==> config.mk <==
export PLATFORM = sky130hd
export DESIGN_NAME = adc_ovfl_detect
export DESIGN_NICKNAME = d
export VERILOG_FILES = /design/src/hdl/adc_ovfl_detect.sv
export VERILOG_INCLUDE_DIRS = /design/src /design/src/hdl
export SDC_FILE = /design/constraint.sdc
export NUM_CORES = 1
export LEC_CHECK = 0
export CAP_MARGIN = 15
export CORE_AREA = 2 2 44 87
export CTS_BUF_LIST = sky130_fd_sc_hd__clkbuf_4 sky130_fd_sc_hd__clkbuf_8
export DETAILED_ROUTE_END_ITERATION = 8
export DIE_AREA = 0 0 46 89
export DONT_BUFFER_PORTS = 1
export HOLD_SLACK_MARGIN = 0.15
export PLACE_DENSITY = 0.74
export SYNTH_ARGS = -nofsm -noshare
export SYNTH_HDL_FRONTEND = slang
export SYNTH_SLANG_ARGS = --single-unit
==> constraint.sdc <==
create_clock -name adc_clk -period 2.5 [get_ports adc_clk]
set_input_delay 0.125 -clock adc_clk [delete_from_list [all_inputs] [get_ports adc_clk]]
set_output_delay 0.125 -clock adc_clk [all_outputs]
set_load 0.02 [all_outputs]
==> src/hdl/rx_config.svh <==
`ifndef RX_CONFIG_SVH
`define RX_CONFIG_SVH

// receiver channels interleaved into the audio buffer
`define RX_CHANS 4

// buffer holds 2**RXBUF_ADDR_BITS words
`define RXBUF_ADDR_BITS 10

// width of one buffer word
`define RX_WORD_BITS 16

// overflow window is 2**ADC_OVFL_CTR_BITS adc_clk cycles
// and the overflow mask has the same width
`define ADC_OVFL_CTR_BITS 16

`endif

==> src/hdl/adc_ovfl_detect.sv <==
`timescale 1ns/10ps
`include "rx_config.svh"

module adc_ovfl_detect
(
	input  logic                          adc_clk,
	input  logic                          reset_bufs_A,
	input  logic                          adc_ovfl_i,
	input  logic                          set_cnt_mask_i,
	input  logic [`ADC_OVFL_CTR_BITS-1:0] cnt_mask_i,
	output logic                          adc_ovfl_o
);

	localparam int CW = `ADC_OVFL_CTR_BITS;

	logic [CW-1:0] win_ctr;		// free running window position
	logic [CW-1:0] ovfl_cnt;	// overflow cycles seen in this window
	logic [CW-1:0] cnt_mask;
	logic          ovfl_q;

	wire win_end = &win_ctr;	// last cycle of the window

	// mask loads only on command
	always_ff @(posedge adc_clk)
	begin
		if (set_cnt_mask_i)
			cnt_mask <= cnt_mask_i;
	end

	////////////////////////////////////////////////////////////
	// window and overflow counting
	////////////////////////////////////////////////////////////

	// the window's last cycle is not counted, so the count cannot wrap
	always_ff @(posedge adc_clk)
	begin
		if (reset_bufs_A)
		begin
			win_ctr  <= '0;
			ovfl_cnt <= '0;
			ovfl_q   <= 1'b0;
		end
		else if (win_end)
		begin
			ovfl_q   <= |(ovfl_cnt & cnt_mask);	// one cycle pulse after window end
			ovfl_cnt <= '0;
			win_ctr  <= '0;
		end
		else
		begin
			ovfl_q   <= 1'b0;
			ovfl_cnt <= ovfl_cnt + {{(CW-1){1'b0}}, adc_ovfl_i};
			win_ctr  <= win_ctr + 1'b1;
		end
	end

	assign adc_ovfl_o = ovfl_q;

endmodule

Word-level counts from Yosys, hierarchy flattened
Index checks and enable logic that the tools add are counted.
- register bits: 49
- input bits: 20
- add/subtract/negate cells: 2
- bitwise logic cells: 2
- reduce and logical (&&, ||, !) cells: 4
- operators with widths (operator ; count):
    $add 16x1->16 ; 1
    $add 16x1->16 const B ; 1
    $and 16x16->16 ; 1
    $reduce_and 16->1 ; 1
    $reduce_or 16->1 ; 1
    $reduce_or 2->1 ; 2
    $not 1->1 ; 1

Depth between registers and ports, before layout
- word-level depth: 3
- depth in mapped cells: 7
- mapped depth without buffers: 6

Least setup slack after synthesis
Ideal clock, no wire load.
- path type: flip-flop to flip-flop
- start: reg ovfl_cnt[0]
- end: reg ovfl_cnt[14]
- arrival: 1376 ps
- path slack: 1007 ps
- cell stages (with the launch flop): 7
- buffers on the path: 0
- clock period less this slack: 1493 ps
- cell sequence: dfxtp_1 > ha_1 > ha_1 > nand4_1 > nor4_1 > xnor2_1 > nor2_1
- longest elaborated chain between the ends: 1
- ends and longest elaborated chain (what ; line ; RTL):
    start: declaration ; adc_ovfl_detect.sv:17 ; logic [CW-1:0] ovfl_cnt;
    start signal: assignment ; adc_ovfl_detect.sv:52 ; ovfl_cnt <= ovfl_cnt + {{(CW-1){1'b0}}, adc_ovfl_i};
    $add 16x1->16 ; adc_ovfl_detect.sv:52 ;
Every way passes these cells.
A chain may end at the register's enable or synchronous reset.

Worst setup path after layout
- start: reg win_ctr[0]
- end: reg ovfl_cnt[0]
- longest elaborated chain between the ends: 2
- ends and longest elaborated chain (what ; line ; RTL):
    start: declaration ; adc_ovfl_detect.sv:16 ; logic [CW-1:0] win_ctr;
    start signal: assignment ; adc_ovfl_detect.sv:53 ; win_ctr <= win_ctr + 1'b1;
    $reduce_and 16->1 ; adc_ovfl_detect.sv:21 ; wire win_end = &win_ctr;
    $reduce_or 2->1 (no line) ; - ;
Every way passes these cells.

==> metrics <==
status finished clean; worst-skew pair later-pin latency roughly 0.3 ns; I/O pin total 21; final setup skew 0.0120 ns; final instance area 2350 um2; Residual DRC 0; GPL Wtd Cong between 0.9 and 1; Tmin final 1.78 ns; IO Port Bufs 0; Die W 46 um; wire length per cell 16.7 um; vias in the first global route about 1500; Starting Density 59.2%; grt ovf 0; area share of the largest cell type after synthesis 33.0%; crit path kind flop to flop; NumNets Final 231; # clock sinks 49; register bit total from synthesis 49; reg2reg setup slack approximately 0.72 ns; CP Depth 6; arrival time at the worst endpoint 1.98 ns; RSZ-0062 raised after global routing false; row count 30; PwrDens 668 nW/um2; synth unique cells 26; Detailed Route WL 4020 um; DRT Pass-1 Iters 4; Vias per Instance 5.88; largest cells by area after synthesis dfxtp_1 33%, edfxtp_1 24%, xnor2_1 9.6%; Post-synth EDFFs 16; Post-CTS Setup Bufs 0; crit path launch win_ctr[0]; CTS tree done; setup_tns 0 ns; n_diodes 0; Worst setup endpoint ovfl_cnt[0]; Mapped Cells 184; clock tree buffer depth 2; syn nets 208; die area 4090 um2; CP top delay family simple AND/OR/NAND/NOR gates; Hold Vio Cnt, Final 0; Max Cap Viol 0; Worst VDD drop 0.665 mV; worst reg2reg path depth 6; Synth Flop Type dfxtp_1; Tcrit/Tclk final 71.3%; count leader, synth nor2_1; buffers and inverters on the worst path 1; Max Slew Vio Count 0; initial DRC count 15; first-pass GRT wire length approximately 6600 um; CP startpoint kind flop; fin cells 240; placed cells 213; clk root buf clkbuf_8; Yosys Warn Count 0; Post-synth top cells 36 x nor2_1, 33 x dfxtp_1, 22 x xnor2_1, 16 x edfxtp_1; Post-Syn Area 2000 um2; Max Fclk ~560 MHz; post_cts resized 0; HPWL Detailed 2710 um; CP peak stage delay about 0.44 ns; core area 3380 um2; Worst-Margin Slew 0.637 ns; Slew HR between 50% and 60%; Detail Route Antenna Nets 0; RR Startpoint win_ctr[0]; Die Height 89 um; Synth async-reset ratio 0%; total CTS buffers 5; setup violators final 0; Post-DP Area just over 2000 um2; crit path max fanout 20; slowest cell on the critical path a41o_1; Clock transition at path regs 0.09 ns; sequential fraction of the synthesis area between 50% and 60%; hold buffers post-CTS 19; Critical Path Sink Type flop; detailed-route via count about 1400; leading area contributor after synthesis dfxtp_1; crit-path cells ha_1 > nand2_1 > nor3_4 > a41o_1 > buf_12 > nor2_1; P&R area growth vs syn 17.6%; worst hold slack 0.255 ns; initial antenna violation count 0; largest net degree at the start of global routing 21; Lkg Pwr 0.000810 uW; min-delay worst type primary input to flop; r2r endpoint ovfl_cnt[0]; final core utilization between 60% and 70%; layout cell share with drive strength beyond 1 6.25%; average size of a mapped cell 10.9 um2; gr usage total roughly 23%; CP required 2.70 ns; # H-tree levels 2
-- worst min-delay path by stage --
stage	start	to	slack (ns)	cells past startpoint
after floorplan	reset_bufs_A	adc_ovfl_o	0.20	1
after global placement	reset_bufs_A	win_ctr[8]	0.20	1
after detailed placement	reset_bufs_A	win_ctr[10]	0.20	1
after CTS	reset_bufs_A	win_ctr[11]	0.25	2
after global routing	reset_bufs_A	win_ctr[11]	0.28	2
final	reset_bufs_A	win_ctr[11]	0.25	2
-- routing by layer --
| metal | track usage [%] | vias to the layer above | share of wire (%) |
|---|---|---|---|
| met2 | 41.4 | 41 | 57 |
| li1 | - | 693 | - |
| met1 | 21.7 | 658 | 34 |
| met4 | 14.8 | 0 | 5.5 |
| met3 | 6.26 | 18 | 3.8 |
| met5 | 0 | - | 0 |
-- metrics by stage --
stage               setup slack, ns  power, uW
floorplan                      1.01        906
global placement              0.816        913
CTS                           0.710       1580
finish                        0.717       1570
global route                  0.564       1620
detailed placement            0.732        916
-- worst reg2reg max path, stage by stage (launching register included) --
cell and delay, ns:
dfxtp_1 0.36, ha_1 0.22, nand2_1 0.15, nor3_4 0.25
a41o_1 0.44, buf_12 0.21, nor2_1 0.06
-- where the power goes --
| part | internal (uW) | switching [uW] |
|---|---|---|
| Sequential | 851 | 13.9 |
| Combinational | 34.0 | 28.7 |
| Clock | 397 | 247 |
| Total | 1280 | 290 |
-- state kept, by name (all words and copies together) (netlist names) --
signal and cells:
ovfl_cnt 16, cnt_mask 16, win_ctr 16, adc_ovfl_o 1
-- layout make-up --
type	count	area [um2]
Inverter	8	30.0
Clock buffer	5	68.8
Timing Repair Buffer	20	210
Tap cell	32	40.0
Clock inverter	3	65.1
Sequential cell	49	1140
Multi-Input combinational cell	123	797
Fill cell	242	1030
-- layout by cell type, fill, tap and decap left out --
master / count
a221oi_1: 3
a22o_1: 3
a22oi_1: 2
a311oi_1: 1
a41o_1: 1
and3_1: 2
and4_1: 1
buf_12: 1
bufinv_16: 2
clkbuf_8: 5
clkinv_2: 1
dfxtp_1: 33
dlygate4sd3_1: 19
edfxtp_1: 16
ha_1: 4
inv_1: 8
nand2_1: 9
nand3_1: 7
nand3_2: 1
nand4_1: 7
nand4_2: 1
nand4_4: 1
nor2_1: 36
nor3_1: 6
nor3_4: 1
nor4_1: 9
xnor2_1: 22
xor2_1: 6
-- kinds of logic (layout without fill, tap and decap cells) --
family	Yosys count	in the layout	share of synthesized area (%)
xor gates and xnor gates	28	28	12.3
DFF	49	49	57.0
buffers and inverters	12	36	3.13
AOI/OAI and AO/OA	10	10	4.32
adders and majority gates	4	4	2.50
and+or+nand+nor	81	81	20.8
(Power assumes the default switching activity.)
