===== src/hdl/rx_config.svh =====
`ifndef RX_CONFIG_SVH
`define RX_CONFIG_SVH

// receiver channels interleaved into the audio buffer
`define RX_CHANS 4

// buffer holds 2**RXBUF_ADDR_BITS words
`define RXBUF_ADDR_BITS 10

// width of one buffer word
`define RX_WORD_BITS 16

// overflow window is 2**ADC_OVFL_CTR_BITS adc_clk cycles
// and the overflow mask has the same width
`define ADC_OVFL_CTR_BITS 16

`endif


===== src/hdl/rx_pkg.sv =====
`include "rx_config.svh"

package rx_pkg;

	// width of a channel index
	localparam int RX_CH_BITS = (`RX_CHANS > 1) ? $clog2(`RX_CHANS) : 1;

	typedef logic [`RX_WORD_BITS-1:0] rx_word_t;	// one buffer word

	// one 48-bit sample record seen two ways
	typedef union packed
	{
		struct packed
		{
			rx_word_t iq3;	// word 2
			rx_word_t q;	// word 1
			rx_word_t i;	// word 0 sits in the low bits
		} f;
		rx_word_t [2:0] w;	// picked by word select when writing
	} rx_rec_u;

	typedef logic [1:0] word_sel_t;	// 0 = i / tick low, 1 = q / tick mid, 2 = iq3 / tick high

	// one extra bit so RX_CHANS itself can mark all channels moved
	typedef logic [RX_CH_BITS:0] chan_t;

endpackage


===== src/hdl/rx_xfer_if.sv =====
`timescale 1ns/10ps

// word select controls from the transfer FSM to the sample latch
interface rx_xfer_if;
	import rx_pkg::*;

	chan_t     rxn;		// channel being moved
	word_sel_t tsel;	// word within channel or ticks
	logic      use_ts;	// pick a tick word
	logic      use_ctr;	// pick the buffer count word
	rx_word_t  buf_ctr;	// buffer count before increment

	modport fsm
	(
		output rxn,
		output tsel,
		output use_ts,
		output use_ctr,
		output buf_ctr
	);

	modport latch
	(
		input rxn,
		input tsel,
		input use_ts,
		input use_ctr,
		input buf_ctr
	);

endinterface


===== src/hdl/rx_xfer_fsm.sv =====
`timescale 1ns/10ps
`include "rx_config.svh"

module rx_xfer_fsm
(
	input  logic             adc_clk,
	input  logic             reset_bufs_A,
	input  logic             rx_avail_i,
	input  logic             set_nsamps_i,
	input  logic [7:0]       nsamps_i,
	input  logic             get_rx_srq_i,
	rx_xfer_if.fsm           xfer,
	output logic             wr_o,
	output rx_pkg::rx_word_t buf_ctr_o,
	output logic             srq_o
);
	import rx_pkg::*;

	localparam chan_t ALL_DONE = chan_t'(`RX_CHANS);	// pseudo channel after the last one
	localparam chan_t LAST_CH  = chan_t'(`RX_CHANS - 1);

	logic       transfer;	// a sample set is being moved
	logic [7:0] count;	// sample sets moved into this buffer
	logic [1:0] move;	// i, q, iq3 step within a channel
	chan_t      rxn;
	word_sel_t  tsel;
	logic       use_ts;
	logic       use_ctr;
	logic       wr;
	logic [7:0] nrx_samps;	// sample sets per buffer
	logic [7:0] last_cnt;
	rx_word_t   buf_ctr;	// completed buffers
	logic       srq;

	// kept 8 bits wide so nrx_samps of 0 wraps the same way as count
	assign last_cnt = nrx_samps - 8'd1;

	always_ff @(posedge adc_clk)
	begin
		if (set_nsamps_i)
			nrx_samps <= nsamps_i;
	end

	////////////////////////////////////////////////////////////
	// transfer FSM
	////////////////////////////////////////////////////////////

	always_ff @(posedge adc_clk)
	begin
		if (reset_bufs_A)
		begin
			transfer <= 1'b0;
			count    <= '0;
			move     <= '0;
			rxn      <= '0;
			tsel     <= '0;
			use_ts   <= 1'b0;
			use_ctr  <= 1'b0;
			wr       <= 1'b0;
			buf_ctr  <= '0;
			srq      <= 1'b0;
		end
		else
		begin
			if (rx_avail_i)
				transfer <= 1'b1;	// starts on the cycle after the strobe
			if (get_rx_srq_i)
				srq <= 1'b0;		// a completion in the same cycle still wins below
			if (transfer)
			begin
				if (rxn == ALL_DONE)
				begin
					if ((count == last_cnt) && !use_ts)
					begin
						// last set, carry on with three tick words
						move   <= 2'd1;
						wr     <= 1'b1;
						rxn    <= LAST_CH;	// one channel's worth of words
						use_ts <= 1'b1;
						tsel   <= 2'd0;
					end
					else if ((count == last_cnt) && use_ts)
					begin
						wr      <= 1'b1;
						count   <= count + 8'd1;	// only one count word goes out
						use_ts  <= 1'b0;
						use_ctr <= 1'b1;
					end
					else if (count == nrx_samps)
					begin
						// buffer complete
						transfer <= 1'b0;
						count    <= '0;
						move     <= '0;
						rxn      <= '0;
						tsel     <= '0;
						use_ctr  <= 1'b0;
						wr       <= 1'b0;
						buf_ctr  <= buf_ctr + 1'b1;
						srq      <= 1'b1;
					end
					else
					begin
						// set done, idle until the next strobe
						transfer <= 1'b0;
						count    <= count + 8'd1;
						move     <= '0;
						rxn      <= '0;
						wr       <= 1'b0;
					end
				end
				else
				begin
					case (move)
						2'd0:
						begin
							move <= 2'd1;
							tsel <= 2'd0;
						end
						2'd1:
						begin
							move <= 2'd2;
							tsel <= 2'd1;
						end
						2'd2:
						begin
							move <= 2'd0;
							tsel <= 2'd2;
							rxn  <= rxn + 1'b1;	// next channel
						end
						default:
						begin
							move <= 2'd0;
							tsel <= 2'd0;
						end
					endcase
					wr <= 1'b1;	// one word per cycle
				end
			end
			else
			begin
				move    <= '0;
				rxn     <= '0;
				tsel    <= '0;
				use_ts  <= 1'b0;
				use_ctr <= 1'b0;
				wr      <= 1'b0;
			end
		end
	end

	assign xfer.rxn     = rxn;
	assign xfer.tsel    = tsel;
	assign xfer.use_ts  = use_ts;
	assign xfer.use_ctr = use_ctr;
	assign xfer.buf_ctr = buf_ctr;
	assign wr_o         = wr;
	assign buf_ctr_o    = buf_ctr;
	assign srq_o        = srq;

endmodule


===== src/flat_wrapper.sv =====
// flat-port wrapper written by rule: the top's interface ports become plain ports
module rx_xfer_fsm_flat import rx_pkg::*;
  (adc_clk, reset_bufs_A, rx_avail_i, set_nsamps_i, nsamps_i, get_rx_srq_i, wr_o, buf_ctr_o, srq_o, xfer_rxn, xfer_tsel, xfer_use_ts, xfer_use_ctr, xfer_buf_ctr);
  rx_xfer_if xfer_i ();
  input  logic adc_clk;
  input  logic reset_bufs_A;
  input  logic rx_avail_i;
  input  logic set_nsamps_i;
  input  logic [7:0] nsamps_i;
  input  logic get_rx_srq_i;
  output logic wr_o;
  output rx_pkg::rx_word_t buf_ctr_o;
  output logic srq_o;
  output wire logic [$bits(xfer_i.rxn)-1:0] xfer_rxn;
  output wire logic [$bits(xfer_i.tsel)-1:0] xfer_tsel;
  output wire logic [$bits(xfer_i.use_ts)-1:0] xfer_use_ts;
  output wire logic [$bits(xfer_i.use_ctr)-1:0] xfer_use_ctr;
  output wire logic [$bits(xfer_i.buf_ctr)-1:0] xfer_buf_ctr;
  assign xfer_rxn = xfer_i.rxn;
  assign xfer_tsel = xfer_i.tsel;
  assign xfer_use_ts = xfer_i.use_ts;
  assign xfer_use_ctr = xfer_i.use_ctr;
  assign xfer_buf_ctr = xfer_i.buf_ctr;
  rx_xfer_fsm u_core (.adc_clk(adc_clk), .reset_bufs_A(reset_bufs_A), .rx_avail_i(rx_avail_i), .set_nsamps_i(set_nsamps_i), .nsamps_i(nsamps_i), .get_rx_srq_i(get_rx_srq_i), .xfer(xfer_i), .wr_o(wr_o), .buf_ctr_o(buf_ctr_o), .srq_o(srq_o));
endmodule

===== config.mk =====
export PLATFORM = sky130hd
export DESIGN_NAME = rx_xfer_fsm_flat
export DESIGN_NICKNAME = d
export VERILOG_FILES = /design/src/hdl/rx_pkg.sv /design/src/hdl/rx_xfer_if.sv /design/src/hdl/rx_xfer_fsm.sv /design/src/flat_wrapper.sv
export VERILOG_INCLUDE_DIRS = /design/src /design/src/hdl
export SDC_FILE = /design/constraint.sdc
export NUM_CORES = 1
export LEC_CHECK = 0
export BUFFER_PORTS_ARGS = -buffer_cell sky130_fd_sc_hd__buf_4
export CORE_ASPECT_RATIO = 0.7
export CORE_MARGIN = 2
export CORE_UTILIZATION = 45
export DETAILED_ROUTE_END_ITERATION = 8
export HOLD_SLACK_MARGIN = 0.06
export PLACE_DENSITY = 0.65
export SLEW_MARGIN = 20
export SYNTH_ARGS = -nofsm -noshare
export SYNTH_HDL_FRONTEND = slang
export SYNTH_SLANG_ARGS = --single-unit

===== constraint.sdc =====
create_clock -name adc_clk -period 3.44 [get_ports adc_clk]
set_clock_uncertainty 0.2 [all_clocks]
set_input_delay 0.516 -clock adc_clk [delete_from_list [all_inputs] [get_ports adc_clk]]
set_output_delay 0.516 -clock adc_clk [all_outputs]
set_load 0.01 [all_outputs]

; ---- Word-level counts from Yosys, hierarchy flattened
; Index checks and enable logic that the tools add are counted.
[word_totals]
regBits = 44
latch_bits = 0
ram_bits = 0
mem_bits_ro = 0
output_inout_bits = 41
elab_cells = 72
memories = 0
[classes]
add_sub_neg = 4
multipliers = 0
div = 0
magnitude_cmp = 0
n_eq_ne = 7
shifts = 0
muxes = 33
bitwise = 3
n_reduce_logical = 14
[ops]
columns = op, n
row1 = 1-bit two-way mux, 18
row2 = 16-bit by 1-bit adder with 16-bit output (second input constant), 1
row3 = 8-bit == test, 2
row4 = 8-bit two-way mux, 2
row5 = 2-bit two-way mux, 7
row6 = 3-bit two-way mux, 4
row7 = 8-bit by 1-bit adder with 8-bit output (second input constant), 1
row8 = 2-bit one-hot mux with 2 select lines, 2
row9 = 8-bit by 1-bit subtractor with 8-bit output (second input constant), 1
row10 = 3-bit != test (second input constant), 2
row11 = 2-bit AND reduction, 3
row12 = 3-bit AND reduction, 2
row13 = 2-bit nonzero test, 3
row14 = 5-bit AND reduction, 1
row15 = 3-bit by 1-bit adder with 3-bit output (second input constant), 1
row16 = 3-bit == test (second input constant), 1
row17 = 1-bit inverter, 3
row18 = 2-bit by 1-bit == test with 1-bit output (second input constant), 1
row19 = 2-bit == test (second input constant), 1
row20 = 1-bit logical AND, 2
row21 = 2-bit logical NOT, 1
row22 = 2-bit OR reduction, 1
row23 = 1-bit logical NOT, 1

; ---- Depth between registers and ports, before layout
; Gate-level depths: netlist (run 1).
[logic_depth]
ltp_word = 7
ltp_mapped = 11
mapped_depth_nobuf = 9

; ---- Worst setup path before layout (run 1)
; Ideal clock, no wire load.
[synth_path]
path_kind = register to register
from = register u_core.nrx_samps[0]
to = register u_core.buf_ctr[11], in the netlist u_core.buf_ctr_o[11]
setup_time_ns = 0.128
arrival_ns = 2.102
t_required_ns = 3.112
setup_slack_ns = 1.011
stages_incl_launch_ff = 9
path_buffers = 1
cell_sequence = edfxtp_1 > xor2_1 > or4_4 > nor3_4 > and4_1 > buf_6 > nor3b_2 > xnor2_1 > nor2_1
[synth_via]
elab_chain_cells = 5
word_cells_on_any_way = 8
cone_classes = 1 x add/sub / 2 x eq/ne / 2 x bitwise / 3 x reduce/logical
[synth_rtl]
columns = element, line_no
row1 = "start, declared", rx_xfer_fsm.sv:30  ; logic [7:0] nrx_samps;
row2 = "start signal, assigned", rx_xfer_fsm.sv:41  ; nrx_samps <= nsamps_i;
row3 = 8-bit by 1-bit subtractor with 8-bit output, rx_xfer_fsm.sv:36  ; assign last_cnt = nrx_samps - 8'd1;
row4 = 8-bit == test, "rx_xfer_fsm.sv:73, rx_xfer_fsm.sv:82"
row5 = "1-bit logical AND, on equally long branches", "rx_xfer_fsm.sv:73, rx_xfer_fsm.sv:82"
row6 = 1-bit inverter (no line), -
row7 = 5-bit AND reduction (no line) (*), -
row8 = "end signal, assigned", rx_xfer_fsm.sv:99  ; buf_ctr <= buf_ctr + 1'b1;
row9 = "end, declared", rx_xfer_fsm.sv:32  ; rx_word_t buf_ctr;
; Mark *: on every way between the ends. The rest lies on a longest branch, timed or not.
; A chain may end at the register's enable or synchronous reset.

; ---- Worst setup path in the final report (run 1)
[layout_path]
from = register u_core.rxn[1], in the netlist u_core.xfer.rxn[1]
to = register u_core.buf_ctr[11], in the netlist u_core.buf_ctr_o[11]
[layout_via]
elab_chain_cells = 2
[layout_rtl]
columns = element, line_no
row1 = "start, declared", rx_xfer_fsm.sv:25  ; chan_t rxn;
row2 = "start signal, assigned", rx_xfer_fsm.sv:129  ; rxn <= rxn + 1'b1;
row3 = 3-bit == test, rx_xfer_fsm.sv:71  ; if (rxn == ALL_DONE)
row4 = 5-bit AND reduction (no line), -
; No other way between the ends.

==> results of run 1 <==
## layout by cell type (no fill, tap or decap), types with 2 or more instances in the layout
master	Yosys	final
nor2b_1	2	2
or2_2	3	3
xor2_1	15	15
a41o_1	2	2
o21ai_0	6	6
xnor2_1	17	17
clkbuf_8	0	5
inv_1	9	9
nand2b_1	3	3
and4_1	3	3
nand4_1	7	7
edfxtp_1	8	8
buf_4	16	53
nor2_1	36	36
and3_2	2	2
a31oi_1	4	4
nor3_1	5	5
and3_1	4	4
a21oi_1	13	13
nand3_1	8	8
a211oi_1	2	2
mux2i_1	2	2
nand2_1	19	19
nor4b_1	2	2
dfxtp_1	36	36
ha_1	5	5
and2_1	4	4
## layout make-up
type / count / share of cell area, %
multi-input combinational: 181 / 42.65
sequential: 44 / 35.41
inverter: 9 / 1.245
timing repair buffer: 53 / 14.66
clock buffer: 6 / 2.674
clock inverter: 1 / 0.1844
tap: 69 / 3.181
## power by group through the flow
stage | sequential, mW | combinational [mW] | clock [mW]
floorplan | 0.556 | 0.0425 | 0
global route | 0.549 | 0.0722 | 0.333
global placement | 0.558 | 0.0646 | 0
detailed placement | 0.558 | 0.0649 | 0
finish | 0.547 | 0.0653 | 0.297
CTS | 0.546 | 0.0651 | 0.308
## logic make-up after synthesis
| group | Yosys count |
|---|---|
| AOI/OAI and AO/OA | 36 |
| muxes | 2 |
| buffers and inverters | 35 |
| and+or+nand+nor | 106 |
| xor gates and xnor gates | 32 |
| adders and majority gates | 5 |
| DFF | 44 |
## worst max-delay path, cell delays in order (launching register included)
cell and delay [ns]:
dfxtp_1 0.33, inv_1 0.09, ha_1 0.21, and2_1 0.34
nand2_1 0.24, nor3_4 0.42, and4_1 0.43, nor3b_2 0.26
xnor2_1 0.13, nor2_1 0.05
## stage by stage
step	cells	utilization (%)
floorplan	260	-
CTS	363	55.83
global route	363	55.83
detailed placement	356	54.23
finish	363	55.83
global placement	356	54.23
## routing by layer
layer | track usage, % | up-vias | wire, µm
met5 | 0 | - | 0
met4 | 2.885 | 0 | 19
met3 | 4.835 | 2 | 369
met2 | 22.63 | 63 | 1874
met1 | 25.61 | 831 | 2375
li1 | - | 945 | -
## worst min-delay path by stage
stage / start / to / slack, ns / cells past startpoint
after floorplan: u_core.move[0] / u_core.xfer.tsel[0] / 0.27 / 2
after global placement: u_core.xfer.tsel[1] / u_core.xfer.tsel[1] / 0.26 / 2
after detailed placement: u_core.xfer.tsel[1] / u_core.xfer.tsel[1] / 0.27 / 2
after CTS: nsamps_i[3] / u_core.nrx_samps[3] / 0.20 / 1
after global routing: nsamps_i[1] / u_core.nrx_samps[1] / 0.18 / 1
final: nsamps_i[3] / u_core.nrx_samps[3] / 0.20 / 1
## flip-flops by register name (all words and copies together), names as in the netlist
| register | count |
|---|---|
| u_core.buf_ctr_o | 16 |
| u_core.count | 8 |
| u_core.nrx_samps | 8 |
| u_core.xfer.rxn | 3 |
| u_core.move | 2 |
| u_core.xfer.tsel | 2 |
| u_core.srq_o | 1 |
| u_core.transfer | 1 |
| u_core.wr_o | 1 |
| u_core.xfer.use_ctr | 1 |
| u_core.xfer.use_ts | 1 |
==> impl_metrics.tcl, run 1 <==
set metrics [dict create \
    cts_setup_buffers 0 \
    clkTransAtPathRegs_ns 0.08 \
    tightestPinTransition_ns 0.5074 \
    synth_top_family_by_area "simple AND/OR/NAND/NOR gates" \
    drtIter0Drc 185 \
    synth_enable_flop_cells 8 \
    syn_nets 278 \
    cp_max_fo 9 \
    reg2reg_depth 9 \
    multiInputGateArea_mm2 0.001157 \
    status "finished, final reports clean" \
    setup.worst_path.end_class "register" \
    drc 0 \
    fin_ws_ns 0.6114 \
    grtUsageTotal_pct 16.52 \
    worstSetupPathType "register to register" \
    htreeDepth 2 \
    grt_overflow_total 0 \
    ant_nets 0 \
    synth_xor_area_share_pct 12.08 \
    dp_slack_ns 0.6466 \
    io_buffers 53 \
    clock_latency_ns 0.28 \
    worstPathArrival_ns 2.80 \
    detail_route.first_pass.iterations 7 \
    yosysTopAreaCellShare_pct 31.07 \
    drive_above_1_share_pct 24.49 \
    cts_tree "done" \
    synthCells 260 \
    synth_compound_gate_area_share_pct 10.30 \
    synthAdderAreaFrac_pct 2.697 \
    max-slew-margin-rel_pct 65.91 \
    grt_pass1_wl_mm 7.631 \
    setup_tns_ns 0 \
    via_per_inst 5.072 \
    placed_area_mm2 0.002636 \
    hold_ws_ns 0.2043 \
    switchingPower_mw 0.2062 \
    syn_avg_cell_area_um2 8.922 \
    maxSlewViolCount 0 \
    hpwlAfterDp_mm 3.512 \
    start_kind "register" \
    cts_resized 0 \
    yosys.area.top_type "dfxtp_1" \
    synth_seq_area_share_pct 41.42 \
    seq_power_share_pct 60.1 \
    max_freq_mhz 353.5 \
    critical_path.endpoint "u_core.buf_ctr_o[11]" \
    power_density_mw_per_mm2 334.9 \
    power_frac_clock_pct 32.7 \
    synthTopCellsByArea "dfxtp_1, edfxtp_1, xnor2_1, nor2_1, xor2_1" \
    layout_min_cycle_time_ns 2.829 \
    r2r_setup_slack_ns 0.61 \
    synthMuxAreaShare_pct 0.8630 \
    core-area_mm2 0.004861 \
    cp.required_ns 3.41 \
    ys.flop_type "dfxtp_1" \
    yosys_warnings 0 \
    area.growth.synth_to_final_pct 16.99 \
    power.total_mw 0.9089 \
    synth_area_mm2 0.002320 \
    grt_max_degree 24 \
    pin_count 54 \
    nets 312 \
    first_global_vias 1614 \
    row_count 21 \
    initial_core_util_pct 47.72 \
    synthTopCellsByCount "dfxtp_1, nor2_1, nand2_1, xnor2_1, buf_4" \
    synth_simple_gate_area_share_pct 23.95 \
    swShare_pct 22.68 \
    die_w_um 89.82 \
    hold_buffers 0 \
    grt_antenna_before_repair 0 \
    die_area_mm2 0.005754 \
    ys_types 47 \
    gp_congestion 0.8069 \
    reg2reg_from "u_core.xfer.rxn[1]" \
    drv_cap 0 \
    cts.sinks 44 \
    p_comb_share_pct 7.2 \
    ys_ff_latch 44 \
    routedWlPerCell_um 12.78 \
    hold_class "input port to register" \
    wl_mm 4.638 \
    rsz0062_at_grt "no" \
    antennaDiodeCount 0 \
    cts_buffer_depth 2 \
    synthArstFlopShare_pct 0 \
    regToRegEndpoint "u_core.buf_ctr_o[11]" \
    cts_buffers 5 \
    irDropWorstVdd_v 0.0002237 \
    post-route-period-util_pct 82.23 \
    finish.instance_area_mm2 0.002714 \
    num_vias 1841 \
    power.internal_mw 0.7027 \
    final-hold-violation-count 0 \
    die_h_um 64.07 \
    root_buffer "clkbuf_8" \
    critPathLaunch "u_core.xfer.rxn[1]" \
    p_leak_nw 1.126 \
    seq_area_um2 960.9 \
    nFillCells 447 \
    setup_viol 0 \
]
No activity file was read; power rests on OpenSTA's default activity.
==> run 2, diff against run 1 <==
Clock period 3.44 ns to 2.95 ns, I/O delays scaled along.
==> run 2 against run 1 <==
Critical endpoint unchanged. Largest power group unchanged. Combinational power increased by 23%. Largest cell class unchanged. Sequential share of layout area decreased by 0.45 points. Non-clock buffer count increased by 2. Highest routed layer unchanged. Count of clock-buffer cells in the layout increased by 1.
==> impl_metrics.tcl, run 2 (synthesized netlist as in run 1, its figures left out) <==
set metrics [dict create \
    finish.instance_area_mm2 0.002749 \
    critPathLaunch "u_core.xfer.rxn[0]" \
    hpwlAfterDp_mm 3.599 \
    p_comb_share_pct 7.2 \
    gp_congestion 0.8620 \
    start_kind "register" \
    grt_max_degree 24 \
    placed_cells 358 \
    tightestPinTransition_ns 0.4387 \
    core-area_mm2 0.004861 \
    crit_chain "inv_1, ha_1, and2_1, nand2_1, nor3_4, and4_1, nor3b_2, xnor2_1, nor2_1" \
    routedWlPerCell_um 13.05 \
    num_vias 1872 \
    cts_buffers 5 \
    cp_max_fo 9 \
    switchingPower_mw 0.2598 \
    irDropWorstVdd_v 0.0002562 \
    row_count 21 \
    detail_route.first_pass.iterations 4 \
    hold-path-cell-count 1 \
    placed_area_mm2 0.002651 \
    worstSetupPathType "register to register" \
    first_global_vias 1735 \
    nets 314 \
    via_per_inst 5.115 \
    max_stage_delay_ns 0.41 \
    largest_reg_flops 16 \
    cts.sinks 44 \
    grtUsageTotal_pct 17.67 \
    power.internal_mw 0.8507 \
    layoutNonFillerInstCount 366 \
    p_leak_nw 1.145 \
    cts_setup_buffers 0 \
    initial_core_util_pct 47.72 \
    final-hold-violation-count 0 \
    hold_start "nsamps_i[2]" \
    drv_cap 0 \
    wl_mm 4.775 \
    final_cell_mix "buf_4, nor2_1, dfxtp_1, nand2_1, xnor2_1" \
    crit_slowest_cell "and4_1" \
    die_area_mm2 0.005754 \
    reg2reg_from "u_core.xfer.rxn[0]" \
    area.growth.synth_to_final_pct 18.50 \
    hold_class "input port to register" \
    cts_tree "done" \
    cp.required_ns 2.94 \
    grt_antenna_before_repair 0 \
    final_common_cell "buf_4" \
    max-slew-margin-rel_pct 70.69 \
    maxSlewViolCount 0 \
    ant_nets 0 \
    root_buffer "clkbuf_8" \
    swShare_pct 23.40 \
    drtIter0Drc 145 \
    cts_buffer_depth 2 \
    max_freq_mhz 375.6 \
    power_frac_clock_pct 35.5 \
    rsz0062_at_grt "no" \
    setup_viol 0 \
    clkTransAtPathRegs_ns 0.08 \
    hold_buffers 0 \
    htreeDepth 2 \
    seq_power_share_pct 57.2 \
    drc 0 \
    setup.worst_path.end_class "register" \
    grt_pass1_wl_mm 8.142 \
    drive_above_1_share_pct 25.59 \
    status "finished, final reports clean" \
    worstPathArrival_ns 2.66 \
    layout_min_cycle_time_ns 2.663 \
    power_density_mw_per_mm2 404.0 \
    reg2reg_depth 9 \
    die_h_um 64.07 \
    die_w_um 89.82 \
    setup_tns_ns 0 \
    post-route-period-util_pct 90.26 \
    antennaDiodeCount 0 \
    pin_count 54 \
    io_buffers 53 \
    grt_overflow_total 0 \
    clock_latency_ns 0.30 \
]
## run 2: cell count changes in the layout (fill, tap and decap cells not counted), sizes merged
cell,before,now
buf,53,55
clkinv,1,0
inv,9,10
clkbuf,6,7
## run 2: power by group through the flow
stage	Clock (mW)	Combinational [mW]	Sequential, mW
after floorplan	0	0.0496	0.648
after global placement	0	0.0791	0.649
after detailed placement	0	0.0792	0.649
after CTS	0.409	0.0794	0.635
after global routing	0.434	0.0892	0.638
final	0.395	0.0803	0.636
## run 2: cell type report
type / count / area (µm²)
fillers: 453 / 2112
multi-input cells: 181 / 1162
flip-flops and latches: 44 / 960.9
repair buffers: 55 / 412.9
clock buffers: 7 / 86.33
well taps: 69 / 86.33
inverters: 9 / 33.78
clock inverters: 1 / 6.256
## run 2: what timing repair did
item                                   CTS  global route
endpoints found under the hold margin    0             0
setup endpoints to repair                0             1
gates resized for setup                  0             1
## run 2: metal layers
layer / vias up / GRT usage [%] / share of wire, %
met3: 7 / 4.481 / 6.3
met4: 0 / 6.346 / 1.4
met2: 48 / 26.14 / 40
met5: - / 0 / 0
met1: 869 / 25.06 / 52
li1: 948 / - / -
## run 2: stage by stage
stage | power [mW] | hold slack [ns] | util (%) | setup slack (ns)
2_1_floorplan | 0.6981 | 0.2680 | - | 0.5206
3_3_place_gp | 0.7277 | 0.2709 | 54.54 | 0.3305
3_5_place_dp | 0.7285 | 0.2691 | 54.54 | 0.3060
4_1_cts | 1.123 | 0.1060 | 56.45 | 0.2898
5_1_grt | 1.161 | 0.1056 | 56.55 | 0.05008
6_report | 1.111 | 0.1155 | 56.55 | 0.2873
## run 2: path summary, 6_finish.rpt
kind	endpoint	slack, ns
min reg2reg	u_core.xfer.tsel[1]	0.29
max reg2reg	u_core.buf_ctr_o[11]	0.29
max	u_core.buf_ctr_o[11]	0.29
min	u_core.nrx_samps[2]	0.12
## run 2: critical path, delay by kind of cell, from the launching register on
| kind | cells | cell delay (ns) |
|---|---|---|
| simple gates | 6 | 1.54 |
| buf+inv | 1 | 0.09 |
| xor+xnor | 1 | 0.14 |
| fa+ha+maj | 1 | 0.23 |
| flops | 1 | 0.35 |
==> run 3, diff against run 2 <==
Settings changed: ABC_AREA from default to 0, CELL_PAD_IN_SITES_DETAIL_PLACEMENT from default to 2, CELL_PAD_IN_SITES_GLOBAL_PLACEMENT from default to 2, CORE_UTILIZATION 45 to 32, PLACE_DENSITY 0.65 to 0.76.
==> run 3 against run 2 <==
Highest routed layer unchanged. First-iteration DRC count down 68%. Critical path type unchanged. Non-clock buffer count increased by 2. Largest cell class unchanged. Total power increased by 9.8%. Wire length increased by 41%. Critical path depth unchanged. Largest power group unchanged. Final area grew 2.8%. Sequential share of layout area fell by 0.94 points.
==> impl_metrics.tcl, run 3 (synthesized netlist as in run 1, its figures left out) <==
set metrics [dict create \
    routedWlPerCell_um 17.16 \
    num_vias 2001 \
    hold_class "input port to register" \
    power_density_mw_per_mm2 431.5 \
    hold_ws_ns 0.1082 \
    final_util_pct 41.05 \
    tightestPinTransition_ns 0.4967 \
    layoutNonFillerInstCount 393 \
    cts_buffers 5 \
    cts_tree "done" \
    drc 0 \
    setup_tns_ns 0 \
    drv_cap 0 \
    cts_buffer_depth 2 \
    first_global_vias 2095 \
    core-area_mm2 0.006882 \
    largest_reg_flops 16 \
    final-hold-violation-count 0 \
    grt_max_degree 24 \
    dp_slack_ns 0.3153 \
    placed_area_mm2 0.002698 \
    finish.instance_area_mm2 0.002825 \
    die_area_mm2 0.007957 \
    hold_buffers 0 \
    grt_antenna_before_repair 0 \
    drive_above_1_share_pct 26.09 \
    layout_min_cycle_time_ns 2.709 \
    drtIter0Drc 47 \
    maxSlewViolCount 0 \
    wl_mm 6.742 \
    row_count 25 \
    max_freq_mhz 369.1 \
    final_cell_mix "buf_4, nor2_1, dfxtp_1, nand2_1, xnor2_1" \
    initial_core_util_pct 33.71 \
    root_buffer "clkbuf_8" \
    cts_setup_buffers 0 \
    area.growth.synth_to_final_pct 21.79 \
    placed_cells 385 \
    antennaDiodeCount 0 \
    nets 316 \
    htreeDepth 2 \
    cp.required_ns 2.95 \
    gp_congestion 0.8072 \
    worstPathArrival_ns 2.71 \
    cp_max_fo 8 \
    post-route-period-util_pct 91.84 \
    fin_ws_ns 0.2408 \
    grt_pass1_wl_mm 11.02 \
    status "finished, final reports clean" \
    hpwlAfterDp_mm 5.300 \
    max-slew-margin-rel_pct 66.65 \
    pin_count 54 \
    irDropWorstVdd_v 0.0001844 \
    cts_resized 0 \
    io_buffers 53 \
    detail_route.first_pass.iterations 4 \
    setup.worst_path.end_class "register" \
    die_h_um 75.24 \
    p_leak_nw 1.166 \
    grt_overflow_total 0 \
    via_per_inst 5.092 \
    die_w_um 105.8 \
    ant_nets 0 \
    setup_viol 0 \
    worstSetupPathType "register to register" \
    clkTransAtPathRegs_ns 0.09 \
    cts.sinks 44 \
    start_kind "register" \
    power.total_mw 1.219 \
    grtUsageTotal_pct 18.15 \
    final_common_cell "buf_4" \
    clock_latency_ns 0.30 \
]
==> run 3: changes by cell type in the layout (fill, tap and decap cells not counted), sizes merged <==
cell,before,now
buf,55,57
bufinv,0,1
clkbuf,7,6
clkinv,0,1
inv,10,9
==> run 3: layer usage <==
metal  part of all wire (%)  GRT usage, %
met5                      0             0
met4                    1.1         4.825
met3                    4.2         3.290
met2                     48         31.76
met1                     47         23.59
==> run 3: worst max-delay path, stage by stage, from the launching register on <==
cell and delay [ns]:
edfxtp_1 0.42, inv_1 0.07, ha_1 0.30, nand2b_1 0.21, a21o_1 0.19, a31oi_1 0.34
nor3_4 0.13, a21oi_1 0.37, a311oi_1 0.16, a41o_1 0.22
==> run 3: cell type report <==
class / instances / area (µm²)
fillers: 777 / 4056
multi-input cells: 181 / 1164
flip-flops and latches: 44 / 960.9
repair buffers: 57 / 427.9
well taps: 94 / 117.6
clock buffers: 6 / 82.58
clock inverters: 2 / 38.79
inverters: 9 / 33.78
==> run 3: worst paths after layout <==
kind	cells after the start	start	slack (ns)	to
worst min-delay path	1	nsamps_i[2]	0.11	u_core.nrx_samps[2]
worst min register to register	2	u_core.xfer.tsel[0]	0.28	u_core.xfer.tsel[0]
worst max register to register	9	u_core.nrx_samps[0]	0.24	u_core.count[5]
worst max-delay path	9	u_core.nrx_samps[0]	0.24	u_core.count[5]
==> run 3: power by group <==
| part | switching [mW] | leakage [nW] | internal, mW |
|---|---|---|---|
| Clock | 0.219 | 0.0614 | 0.277 |
| Sequential | 0.0138 | 0.369 | 0.624 |
| Combinational | 0.0496 | 0.736 | 0.0357 |
| Total | 0.282 | 1.17 | 0.937 |
